$ cat src/rtl/rpc_settings.svh
// RPC DRAM PHY command timing build-time counts and command field layout
`ifndef RPC_SETTINGS_SVH
`define RPC_SETTINGS_SVH

// Command word layout
`define RPC_CMD_WIDTH     32
`define RPC_OPC_LSB       0
`define RPC_OPC_WIDTH     4
// Burst field holds number of words minus one
`define RPC_BL_LSB        21
`define RPC_BL_WIDTH      6

// Sequencer wait counter
`define RPC_CNT_WIDTH     10

// Parallel packet timing, in controller clock cycles
`define RPC_N_CS_SU_HO    2
`define RPC_N_WPST        2
`define RPC_N_RCD         8
`define RPC_N_PRE         6
`define RPC_N_MOD         10
`define RPC_N_WR_WAIT_CL  4
`define RPC_N_WR_WPST     2
`define RPC_N_WR_BESL     5

// Eight-cycle tPPD grid
`define RPC_TPPD_WIDTH    3

`endif
$ cat src/rtl/rpc_pkg.sv
// RPC DRAM PHY shared opcode, sequencer state and DB source types
`default_nettype none

`include "rpc_settings.svh"

package rpc_pkg;

  // DRAM command opcodes, any other code is illegal
  typedef enum logic [`RPC_OPC_WIDTH-1:0] {
    OPC_ACT = 4'd1,
    OPC_PRE = 4'd2,
    OPC_MRS = 4'd3,
    OPC_WR  = 4'd4
  } rpc_opcode_e;

  // Sequencer states
  typedef enum logic [4:0] {
    IDLE,
    // Parallel command packet
    CMD_EN_CS,
    CMD_ALIGN_TPPD,
    CMD_EN_STB,
    CMD_EN_DQS,
    CMD_SEND_DB,
    CMD_ALIGN_WPST,
    // CS held low, waiting for command completion
    WAIT_NEW_CMD,
    // Write burst
    WR_WAIT_CL,
    WR_EN_DQS,
    WR_MASK,
    WR_DATA,
    WR_ALIGN_WPST
  } rpc_state_e;

  // DB bus output mux select
  typedef enum logic [1:0] {
    SRC_CMD  = 2'b00,
    SRC_DATA = 2'b01,
    SRC_MASK = 2'b10
  } rpc_db_src_e;

endpackage

`default_nettype wire

$ cat src/rtl/rpc_timing_top.sv
// RPC DRAM command timing controller top level
`timescale 1ns/100ps
`default_nettype none

`include "rpc_settings.svh"

module rpc_timing_top (
  input  wire logic                      clk_i,
  input  wire logic                      rst_ni,
  // Command handshake from upstream
  input  wire logic                      cmd_valid_i,
  output logic                           cmd_ready_o,
  input  wire logic [`RPC_CMD_WIDTH-1:0] cmd_i,
  // DRAM pad controls
  output logic                           cs_no,
  output logic                           stb_o,
  output logic                           dqs_cg_en_o,
  output logic                           dqs_pair_oe_o,
  output logic                           db_oe_o,
  // PHY datapath selects
  output rpc_pkg::rpc_db_src_e           db_src_o,
  output logic                           mask_sel_o,
  output logic [2:0]                     data_sel_o,
  output logic                           data_ready_o
);

  import rpc_pkg::*;

  rpc_opcode_e                opcode;
  logic [`RPC_BL_WIDTH-1:0]   burst_len;
  rpc_state_e                 state;
  logic [`RPC_CNT_WIDTH-1:0]  cnt;

  // Combinational field split
  rpc_cmd_decoder u_decoder (
    .cmd_i       (cmd_i),
    .opcode_o    (opcode),
    .burst_len_o (burst_len)
  );

  // Sequencer
  rpc_timing_fsm u_fsm (
    .clk_i       (clk_i),
    .rst_ni      (rst_ni),
    .cmd_valid_i (cmd_valid_i),
    .cmd_ready_o (cmd_ready_o),
    .opcode_i    (opcode),
    .burst_len_i (burst_len),
    .state_o     (state),
    .cnt_o       (cnt)
  );

  // Pad and mux decode
  rpc_pad_ctrl u_pad (
    .state_i       (state),
    .cnt_i         (cnt),
    .cs_no         (cs_no),
    .stb_o         (stb_o),
    .dqs_cg_en_o   (dqs_cg_en_o),
    .dqs_pair_oe_o (dqs_pair_oe_o),
    .db_oe_o       (db_oe_o),
    .db_src_o      (db_src_o),
    .mask_sel_o    (mask_sel_o),
    .data_sel_o    (data_sel_o),
    .data_ready_o  (data_ready_o)
  );

endmodule

`default_nettype wire

$ cat src/rtl/rpc_pad_ctrl.sv
// Pad enable, DB source and word request decoder for the RPC DRAM sequencer
`timescale 1ns/100ps
`default_nettype none

`include "rpc_settings.svh"

module rpc_pad_ctrl (
  // Sequencer status
  input  rpc_pkg::rpc_state_e             state_i,
  input  wire logic [`RPC_CNT_WIDTH-1:0]  cnt_i,
  // DRAM pad controls
  output logic                            cs_no,
  output logic                            stb_o,
  output logic                            dqs_cg_en_o,
  output logic                            dqs_pair_oe_o,
  output logic                            db_oe_o,
  // DB bus mux
  output rpc_pkg::rpc_db_src_e            db_src_o,
  output logic                            mask_sel_o,
  output logic [2:0]                      data_sel_o,
  // Word request to upstream, single-cycle strobe
  output logic                            data_ready_o
);

  import rpc_pkg::*;

  always_comb begin
    // Everything released by default
    cs_no         = 1'b1;
    stb_o         = 1'b1;
    dqs_cg_en_o   = 1'b0;
    dqs_pair_oe_o = 1'b0;
    db_oe_o       = 1'b0;
    db_src_o      = SRC_CMD;
    mask_sel_o    = 1'b0;
    data_sel_o    = 3'b000;
    data_ready_o  = 1'b0;

    // CS low for any active sequence
    if (state_i != IDLE) cs_no = 1'b0;

    case (state_i)
      // STB low for two cycles, DQS preamble on the second
      CMD_EN_STB: begin
        stb_o = 1'b0;
      end
      CMD_EN_DQS: begin
        stb_o         = 1'b0;
        dqs_cg_en_o   = 1'b1;
        dqs_pair_oe_o = 1'b1;
      end
      // Command beat
      CMD_SEND_DB: begin
        dqs_cg_en_o   = 1'b1;
        dqs_pair_oe_o = 1'b1;
        db_oe_o       = 1'b1;
        db_src_o      = SRC_CMD;
      end
      // Postambles hold DQS driven with the clock gated off
      CMD_ALIGN_WPST, WR_ALIGN_WPST: begin
        dqs_pair_oe_o = 1'b1;
      end
      WR_EN_DQS: begin
        dqs_cg_en_o   = 1'b1;
        dqs_pair_oe_o = 1'b1;
      end
      // First word mask on count 1, last word mask on count 0
      WR_MASK: begin
        dqs_cg_en_o   = 1'b1;
        dqs_pair_oe_o = 1'b1;
        db_oe_o       = 1'b1;
        db_src_o      = SRC_MASK;
        mask_sel_o    = cnt_i[0];
      end
      WR_DATA: begin
        dqs_cg_en_o   = 1'b1;
        dqs_pair_oe_o = 1'b1;
        db_oe_o       = 1'b1;
        db_src_o      = SRC_DATA;
        data_sel_o    = cnt_i[2:0];
        // Ask for next word one beat before the current one ends
        data_ready_o  = (cnt_i[2:0] == 3'd1);
      end
      default: ;
    endcase
  end

endmodule

`default_nettype wire

$ cat src/rtl/rpc_timing_fsm.sv
// RPC DRAM command sequencer with wait counter, tPPD grid and command handshake
`timescale 1ns/100ps
`default_nettype none

`include "rpc_settings.svh"

module rpc_timing_fsm (
  input  wire logic                      clk_i,
  input  wire logic                      rst_ni,
  // Command handshake
  input  wire logic                      cmd_valid_i,
  output logic                           cmd_ready_o,
  // Decoded command fields
  input  rpc_pkg::rpc_opcode_e           opcode_i,
  input  wire logic [`RPC_BL_WIDTH-1:0]  burst_len_i,
  // Sequencer status to pad control
  output rpc_pkg::rpc_state_e            state_o,
  output logic [`RPC_CNT_WIDTH-1:0]      cnt_o
);

  import rpc_pkg::*;

  // Counter reload values, each one less than the wait length
  localparam logic [`RPC_CNT_WIDTH-1:0] CNT_CS_SU_HO = `RPC_CNT_WIDTH'(`RPC_N_CS_SU_HO - 1);
  localparam logic [`RPC_CNT_WIDTH-1:0] CNT_WPST     = `RPC_CNT_WIDTH'(`RPC_N_WPST - 1);
  localparam logic [`RPC_CNT_WIDTH-1:0] CNT_RCD      = `RPC_CNT_WIDTH'(`RPC_N_RCD - 1);
  localparam logic [`RPC_CNT_WIDTH-1:0] CNT_PRE      = `RPC_CNT_WIDTH'(`RPC_N_PRE - 1);
  localparam logic [`RPC_CNT_WIDTH-1:0] CNT_MOD      = `RPC_CNT_WIDTH'(`RPC_N_MOD - 1);
  localparam logic [`RPC_CNT_WIDTH-1:0] CNT_WAIT_CL  = `RPC_CNT_WIDTH'(`RPC_N_WR_WAIT_CL - 1);
  localparam logic [`RPC_CNT_WIDTH-1:0] CNT_WR_WPST  = `RPC_CNT_WIDTH'(`RPC_N_WR_WPST - 1);
  localparam logic [`RPC_CNT_WIDTH-1:0] CNT_WR_BESL  = `RPC_CNT_WIDTH'(`RPC_N_WR_BESL - 1);
  // Zero padding above the beat count of a burst
  localparam int BURST_PAD = `RPC_CNT_WIDTH - `RPC_BL_WIDTH - 3;

  rpc_state_e                  state_q, state_d;
  logic [`RPC_CNT_WIDTH-1:0]   cnt_q, cnt_d;
  logic [`RPC_TPPD_WIDTH-1:0]  tppd_q;
  logic                        cnt_zero;
  logic                        cmd_take;

  assign cnt_zero = (cnt_q == '0);
  assign cmd_take = cmd_valid_i && cmd_ready_o;

  // Ready while idle, or once the previous command has completed
  assign cmd_ready_o = (state_q == IDLE) || ((state_q == WAIT_NEW_CMD) && cnt_zero);

  ////////////////////////////////////////////////////////////
  // Next state and counter
  ////////////////////////////////////////////////////////////

  always_comb begin
    state_d = state_q;
    // Count down by default, a reload overrides
    cnt_d   = cnt_zero ? cnt_q : cnt_q - 1'b1;

    case (state_q)
      IDLE: begin
        if (cmd_take) begin
          state_d = CMD_EN_CS;
          cnt_d   = CNT_CS_SU_HO;
        end
      end
      // CS setup before the packet
      CMD_EN_CS: begin
        if (cnt_zero) state_d = CMD_ALIGN_TPPD;
      end
      // Hold until the parallel packet grid comes round
      CMD_ALIGN_TPPD: begin
        if (tppd_q == '0) state_d = CMD_EN_STB;
      end
      CMD_EN_STB: begin
        state_d = CMD_EN_DQS;
      end
      CMD_EN_DQS: begin
        state_d = CMD_SEND_DB;
      end
      CMD_SEND_DB: begin
        state_d = CMD_ALIGN_WPST;
        cnt_d   = CNT_WPST;
      end
      // After postamble, branch on opcode
      CMD_ALIGN_WPST: begin
        if (cnt_zero) begin
          case (opcode_i)
            OPC_ACT: begin
              state_d = WAIT_NEW_CMD;
              cnt_d   = CNT_RCD;
            end
            OPC_PRE: begin
              state_d = WAIT_NEW_CMD;
              cnt_d   = CNT_PRE;
            end
            OPC_MRS: begin
              state_d = WAIT_NEW_CMD;
              cnt_d   = CNT_MOD;
            end
            OPC_WR: begin
              state_d = WR_WAIT_CL;
              cnt_d   = CNT_WAIT_CL;
            end
            // Unknown command, release the bus
            default: state_d = IDLE;
          endcase
        end
      end
      // CS stays low; next command skips setup
      WAIT_NEW_CMD: begin
        if (cmd_take) state_d = CMD_ALIGN_TPPD;
      end
      // Write latency
      WR_WAIT_CL: begin
        if (cnt_zero) state_d = WR_EN_DQS;
      end
      // DQS preamble, then two mask beats
      WR_EN_DQS: begin
        state_d = WR_MASK;
        cnt_d   = `RPC_CNT_WIDTH'(1);
      end
      WR_MASK: begin
        if (cnt_zero) begin
          state_d = WR_DATA;
          // Eight beats per word, low bits select the beat
          cnt_d   = {{BURST_PAD{1'b0}}, burst_len_i, 3'b111};
        end
      end
      WR_DATA: begin
        if (cnt_zero) begin
          state_d = WR_ALIGN_WPST;
          cnt_d   = CNT_WR_WPST;
        end
      end
      WR_ALIGN_WPST: begin
        if (cnt_zero) begin
          state_d = WAIT_NEW_CMD;
          // Bus turnaround before accepting another command
          cnt_d   = CNT_WR_BESL;
        end
      end
      default: state_d = IDLE;
    endcase
  end

  ////////////////////////////////////////////////////////////
  // Registers
  ////////////////////////////////////////////////////////////

  always_ff @(posedge clk_i or negedge rst_ni) begin
    if (!rst_ni) begin
      state_q <= IDLE;
      cnt_q   <= '0;
      tppd_q  <= '0;
    end else begin
      state_q <= state_d;
      cnt_q   <= cnt_d;
      // Free-running divider, wraps every eight cycles
      tppd_q  <= tppd_q + 1'b1;
    end
  end

  assign state_o = state_q;
  assign cnt_o   = cnt_q;

endmodule

`default_nettype wire

$ cat src/rtl/rpc_cmd_decoder.sv
// Command word field decoder for the RPC DRAM command timing controller
`timescale 1ns/100ps
`default_nettype none

`include "rpc_settings.svh"

module rpc_cmd_decoder (
  // Raw command word, held stable by upstream for the whole sequence
  input  wire logic [`RPC_CMD_WIDTH-1:0] cmd_i,
  // Decoded fields
  output rpc_pkg::rpc_opcode_e           opcode_o,
  output logic [`RPC_BL_WIDTH-1:0]       burst_len_o
);

  import rpc_pkg::*;

  ////////////////////////////////////////////////////////////
  // Field extraction
  ////////////////////////////////////////////////////////////

  logic [`RPC_OPC_WIDTH-1:0] opc_field;
  logic [`RPC_BL_WIDTH-1:0]  bl_field;

  // Opcode sits in the low nibble
  assign opc_field = cmd_i[`RPC_OPC_LSB +: `RPC_OPC_WIDTH];

  // Burst count of words minus one
  assign bl_field = cmd_i[`RPC_BL_LSB +: `RPC_BL_WIDTH];

  // Cast to opcode type
  // Illegal codes pass through unchanged, sequencer rejects them
  assign opcode_o = rpc_opcode_e'(opc_field);

  // Burst length only matters for writes
  assign burst_len_o = bl_field;

endmodule

`default_nettype wire

$ cat config.mk
export PLATFORM = sky130hd
export DESIGN_NAME = rpc_timing_top
export DESIGN_NICKNAME = d
export VERILOG_FILES = /design/src/rtl/rpc_pkg.sv /design/src/rtl/rpc_timing_top.sv /design/src/rtl/rpc_pad_ctrl.sv /design/src/rtl/rpc_timing_fsm.sv /design/src/rtl/rpc_cmd_decoder.sv
export VERILOG_INCLUDE_DIRS = /design/src /design/src/rtl
export SDC_FILE = /design/constraint.sdc
export NUM_CORES = 1
export LEC_CHECK = 0
export ABC_AREA = 1
export BUFFER_PORTS_ARGS = -buffer_cell sky130_fd_sc_hd__buf_2
export CELL_PAD_IN_SITES_DETAIL_PLACEMENT = 1
export CELL_PAD_IN_SITES_GLOBAL_PLACEMENT = 2
export CORE_MARGIN = 4
export CORE_UTILIZATION = 24
export DETAILED_ROUTE_END_ITERATION = 8
export PLACE_DENSITY = 0.85
export SLEW_MARGIN = 20
export SYNTH_ARGS = -nofsm -noshare
export SYNTH_HDL_FRONTEND = slang
export SYNTH_SLANG_ARGS = --single-unit
$ cat constraint.sdc
create_clock -name clk_i -period 2 [get_ports clk_i]
set_input_delay 0.2 -clock clk_i [delete_from_list [all_inputs] [get_ports clk_i]]
set_output_delay 0.2 -clock clk_i [all_outputs]
set_load 0.02 [all_outputs]
# Word level (Yosys, flattened, before mapping)
# Index checks and enable logic that the tools add are counted.
# totals
reg_bits	18
elab_cells	73
out_inout_bits	13
input_bits	35
# classes
reduce_logical	14
eq_ne	26
add_sub_neg	2
n_mux	28
# op_table
op	count
$pmux W5 S13	1
$mux W10	6
$pmux W10 S6	1
$mux W5	9
$pmux W10 S4	1
$eq A5 B4 Y1 const B	5
$eq A5 B3 Y1 const B	4
$ne A2 B1 Y1 const B	9
$eq A5 B2 Y1 const B	2
$logic_not A10 Y1	1
$sub A10 B1 Y10 const B	1
$reduce_and A9 Y1	1
$eq A4 B2 Y1 const B	2
$pmux W4 S2	1
$mux W1	7
$reduce_or A7 Y1	1
$reduce_or A3 Y1	2
$eq A5 B1 Y1 const B	1
$logic_not A5 Y1	1
$reduce_bool A5 Y1	1
$reduce_or A5 Y1	1
$eq A4 B1 Y1 const B	1
$eq A4 B3 Y1 const B	1
$pmux W2 S2	1
7 further kinds	9

# Depth between registers and ports, before layout
# logic_depth
word_depth	6
depth_mapped	12
mapped_depth_nobuf	11

# Cells and area by module
# Synthesis repeated with hierarchy kept, for this count alone.
# hier_totals
hier_cells	285
hier_area_um2	1765.4
# by_module_without_submodules
module	seq_area_each_um2	n_inst	area_each_um2	cells_each
rpc_timing_fsm	425.4	1	1496.4	232
rpc_pad_ctrl	0.0	1	193.9	43
rpc_cmd_decoder	0.0	1	75.1	10

# Worst setup path after synthesis
# No wires, ideal clock.
# synth_path
path_type	reg-to-reg
from	reg u_fsm.cnt_q[0], in the netlist u_fsm.cnt_o[0]
to	reg u_fsm.cnt_q[0], in the netlist u_fsm.cnt_o[0]
n_path_buf	1
arrival_time_ps	2008
synth_period_minus_slack_ps	2133
required_time_ps	1876
slack_ps	-133
path_stages_with_launch	13
setup_ps	124
path_cell_list	dfrtp_1 inv_1 ha_1 nand2_4 nor2_8 nand2_4 buf_2 ha_1 inv_1 nor2_1 o21ai_0 nor3_1 a21oi_1
# synth_via
elab_chain_len	6
word_cells_on_any_way	13
classes_between	1 x add/sub; 8 x mux; 4 x reduce/logical
# synth_rtl
element	line_no	text
start, declared	rpc_timing_fsm.sv:36	logic [`RPC_CNT_WIDTH-1:0] cnt_q, cnt_d;
start signal, assigned	rpc_timing_fsm.sv:154	cnt_q <= cnt_d;
parallel branches: the longest is 5 deep, another holds $sub A10 B1 Y10	--	
$pmux W10 S6 *	rpc_timing_fsm.sv:56	case (state_q)
named net u_fsm.cnt_d[0]	rpc_timing_fsm.sv:36	
# Mark *: on every way through the listed nets, which the timed path passes.
# A chain may end at the register's enable or synchronous reset.

# Final worst setup path
# layout_path
from	reg u_fsm.cnt_q[0], in the netlist u_fsm.cnt_o[0]
to	out cmd_ready_o
# layout_via
elab_chain_len	3
# layout_rtl
element	line_no	text
$logic_not A10 Y1	rpc_timing_fsm.sv:41	assign cnt_zero = (cnt_q == '0);
$logic_and A1 B1 Y1	rpc_timing_fsm.sv:45	assign cmd_ready_o = (state_q == IDLE) || ((state_q == WAIT_NEW_CMD) && cnt_zero);
$logic_or A1 B1 Y1	rpc_timing_fsm.sv:45	
end, declared	rpc_timing_top.sv:12	output logic cmd_ready_o,
# Every way passes these cells.

==> impl_metrics.csv <==
group,metric,value,unit
worst_hold_path,holdPathEnd,"u_fsm.cnt_o[4]",
timing,fmaxAchievable,540,MHz
worst_setup_path,crit_chain,"inv_2 -> ha_4 -> nand2_4 -> nor2_8 -> buf_4 -> nand3_1 -> nand2_1 -> buf_2",
final_layout,fin_cells,359,
synthesis,ys_ff_latch,17,
drt,num_vias,1659,
clocking,numCtsBuffers,3,
global_routing,grt_pass1_vias,1775,
power_and_ir_drop,irDropWorstVdd,0.597,mV
drt,routed_wl,4660,um
final_layout,regArea,425,um2
floorplanning,dieArea,8040,um2
clocking,clock_latency,260,ps
synthesis,ys_warn_count,0,
worst_setup_path,critPathArrivalTime,1650,ps
synthesis,async_flop_share,100,%
floorplanning,fp.dieW,89.7,um
power_and_ir_drop,seq_power_share,20.6,%
power_and_ir_drop,power.total,2.95,mW
timing,holdWs,199,ps
floorplanning,coreArea,6420,um2
clocking,htree_levels,1,
placed_design,port_buffers,25,
global_routing,gr-total-overflow,0,
clocking,cts_tree,"yes",
worst_setup_path,timing.rr.end,"u_fsm.cnt_o[0]",
power_and_ir_drop,p_per_area,1520,nW/um2
synthesis,synth_edf_count,0,
timing,tns,0,ps
clocking,cts-root-buf,"clkbuf_8",
final_layout,final_layout_size_suffix_gt1_share,25.5,%
worst_setup_path,crit_required,1800,ps
drt,route.detailed.drc,0,
floorplanning,row_count,29,
final_layout,multi_input_area,1020,um2
worst_setup_path,critPathCaptureType,"output pin",
clocking,clk_pin_slew,70,ps
placed_design,gp_congestion,0.816,
worst_hold_path,min_path_cells,3,
worst_setup_path,reg2reg_slack,180,ps
power_and_ir_drop,netSwitchingFraction,53.6,%
final_layout,final_cell_mix,"74 x nand2_1, 31 x inv_1, 25 x buf_2",
timing,slew_headroom,73.5,%
final_layout,syn2layout_area_growth,21.0,%
power_and_ir_drop,p_switching,1.58,mW
drt,via_per_inst,4.62,
floorplanning,start_util,24.9,%
worst_setup_path,critPathLaunchType,"flip-flop",
timing,min_period,1850,ps
synthesis,synth.distinct_cells,34,
floorplanning,dieHeight,89.7,um
clocking,cts_setup_buffers,0,
global_routing,antenna_found_initial,0,
run_status,status,"completed",
timing,rsz0062_at_grt,"false",
worst_hold_path,min_from,"cmd_i[22]",
final_layout,layout_commonest_cell,"nand2_1",
synthesis,syn_inst,246,
power_and_ir_drop,p_int,1.37,mW
timing,worst_pin_slew,398,ps
timing,slew_violations,0,
worst_setup_path,worstSetupPathType,"reg -> out",
worst_setup_path,critical-path-max-stage-delay,390,ps
final_layout,fill_cells,829,
timing,fin_crit_sh,92.5,%
clocking,cts.sinks,17,
synthesis,syn_nets,287,
worst_hold_path,hp-class,"in -> reg",
synthesis,synthFlopType,"dfrtp_1",
global_routing,grt_max_degree,18,
drt,wl_per_cell,13.0,um
placed_design,dp_cells,354,
worst_setup_path,reg2regPathDepth,11,
worst_setup_path,crit_fanout,9,
final_layout,nets,324,
drt,detail-route-antenna-nets,0,
global_routing,grt_pass1_wl,8080,um
synthesis,postSynthAreaPerCell,6.51,um2
worst_setup_path,regToRegStartpoint,"u_fsm.cnt_o[0]",
synthesis,yosysSeqAreaShare,26.6,%
global_routing,grt_usage,12.6,%
drt,dr.pass1.iters,4,
timing,hold_violations,0,
power_and_ir_drop,pwr-share-comb,70.5,%
floorplanning,ios,48,
power_and_ir_drop,power_frac_clock,8.9,%
synthesis,syn_area,1600,um2
power_and_ir_drop,p_leak,1.10,nW
timing,finalSetupViolations,0,
clocking,cts_buffer_depth,2,
worst_setup_path,critPathSlowestCell,"dfrtp_1",
drt,drtIter0Drc,58,
run,maxCapViolations,0,
final_layout,diodes,0,
timing,fin_skew,9.01,ps
placed_design,dpl.hpwl,3930,um
[worst max-delay path by stage]
| stage | start | to | slack, ps | cells after the start |
|---|---|---|---|---|
| final | u_fsm.cnt_o[0] | cmd_ready_o | 150 | 8 |
| after global routing | u_fsm.state_o[1] | dqs_pair_oe_o | 30 | 7 |
| after CTS | u_fsm.state_o[0] | dqs_pair_oe_o | 120 | 8 |
| after detailed placement | u_fsm.cnt_o[0] | u_fsm.cnt_o[0] | 180 | 11 |
| after global placement | u_fsm.cnt_o[0] | u_fsm.cnt_o[0] | 220 | 11 |
| after floorplan | u_fsm.cnt_o[0] | u_fsm.cnt_o[0] | 9 | 12 |
[registers in the layout (all words and copies together) (netlist names)]
register,count
u_fsm.state_o,4
u_fsm.tppd_q,3
u_fsm.cnt_o,10
[metal layers]
layer  track usage (%)  vias to the layer above  part of all wire (%)
met1              16.4                      774                    47
met2              21.8                       22                    48
li1                  -                      858                     -
met4              2.44                        0                   1.1
met3              2.55                        5                   3.6
met5                 0                        -                     0
[critical path: cells and delay by family, from the launching register on]
family,cells,cell delay (ps)
buf+inv,3,430
fa+ha+maj,1,180
simple gates,4,380
flops,1,390
[per-stage QoR]
stage,worst slack [ps],util [%],area [um2]
floorplan,9.01,-,1610
global placement,218,29.3,1880
detailed placement,181,29.3,1880
CTS,118,30.1,1940
global route,33.0,30.2,1940
finish,149,30.2,1940
[synth_stat cells (6+ instances only)]
cell type	instances	area [um2]
nand2_1	74	278
nor2_2	6	37.5
nor2_1	21	78.8
o21ai_0	6	30.0
nand3_1	24	120
inv_1	32	120
dfrtp_1	17	425
inv_2	8	30.0
nand2_2	6	37.5
ha_1	6	75.1
nand4_1	7	43.8
[cell families (layout without fill, tap and decap cells)]
| logic type | after synthesis | count (layout) | synth area share, % |
|---|---|---|---|
| buffers and inverters | 42 | 78 | 10.4 |
| AOI/OAI and AO/OA | 21 | 21 | 8.44 |
| and+or+nand+nor | 156 | 156 | 47.7 |
| xor gates and xnor gates | 4 | 4 | 2.19 |
| DFF | 17 | 17 | 26.6 |
| adders and majority gates | 6 | 6 | 4.69 |
[layout make-up]
type                    count  share of cell area, %
multi-input cells         187                   52.9
inverters                  40                   7.75
well taps                  77                   4.97
clock inverters             1                  0.258
flip-flops and latches     17                   21.9
repair buffers             34                   10.1
clock buffers               3                   2.13
[power by group through the flow]
stage	clock network (mW)	registers, mW	logic, mW
5_1_grt	0.293	0.631	2.39
4_1_cts	0.283	0.612	2.11
2_1_floorplan	0	0.587	1.57
3_3_place_gp	0	0.615	2.06
3_5_place_dp	0	0.619	2.10
6_report	0.263	0.609	2.08
[what timing repair did]
action	4_1_cts	5_1_grt
resized for setup	0	1
setup endpoints to repair	0	1
hold buffers	1	0
endpoints found under the hold margin	17	0
Power figures use the tool's default switching activity.
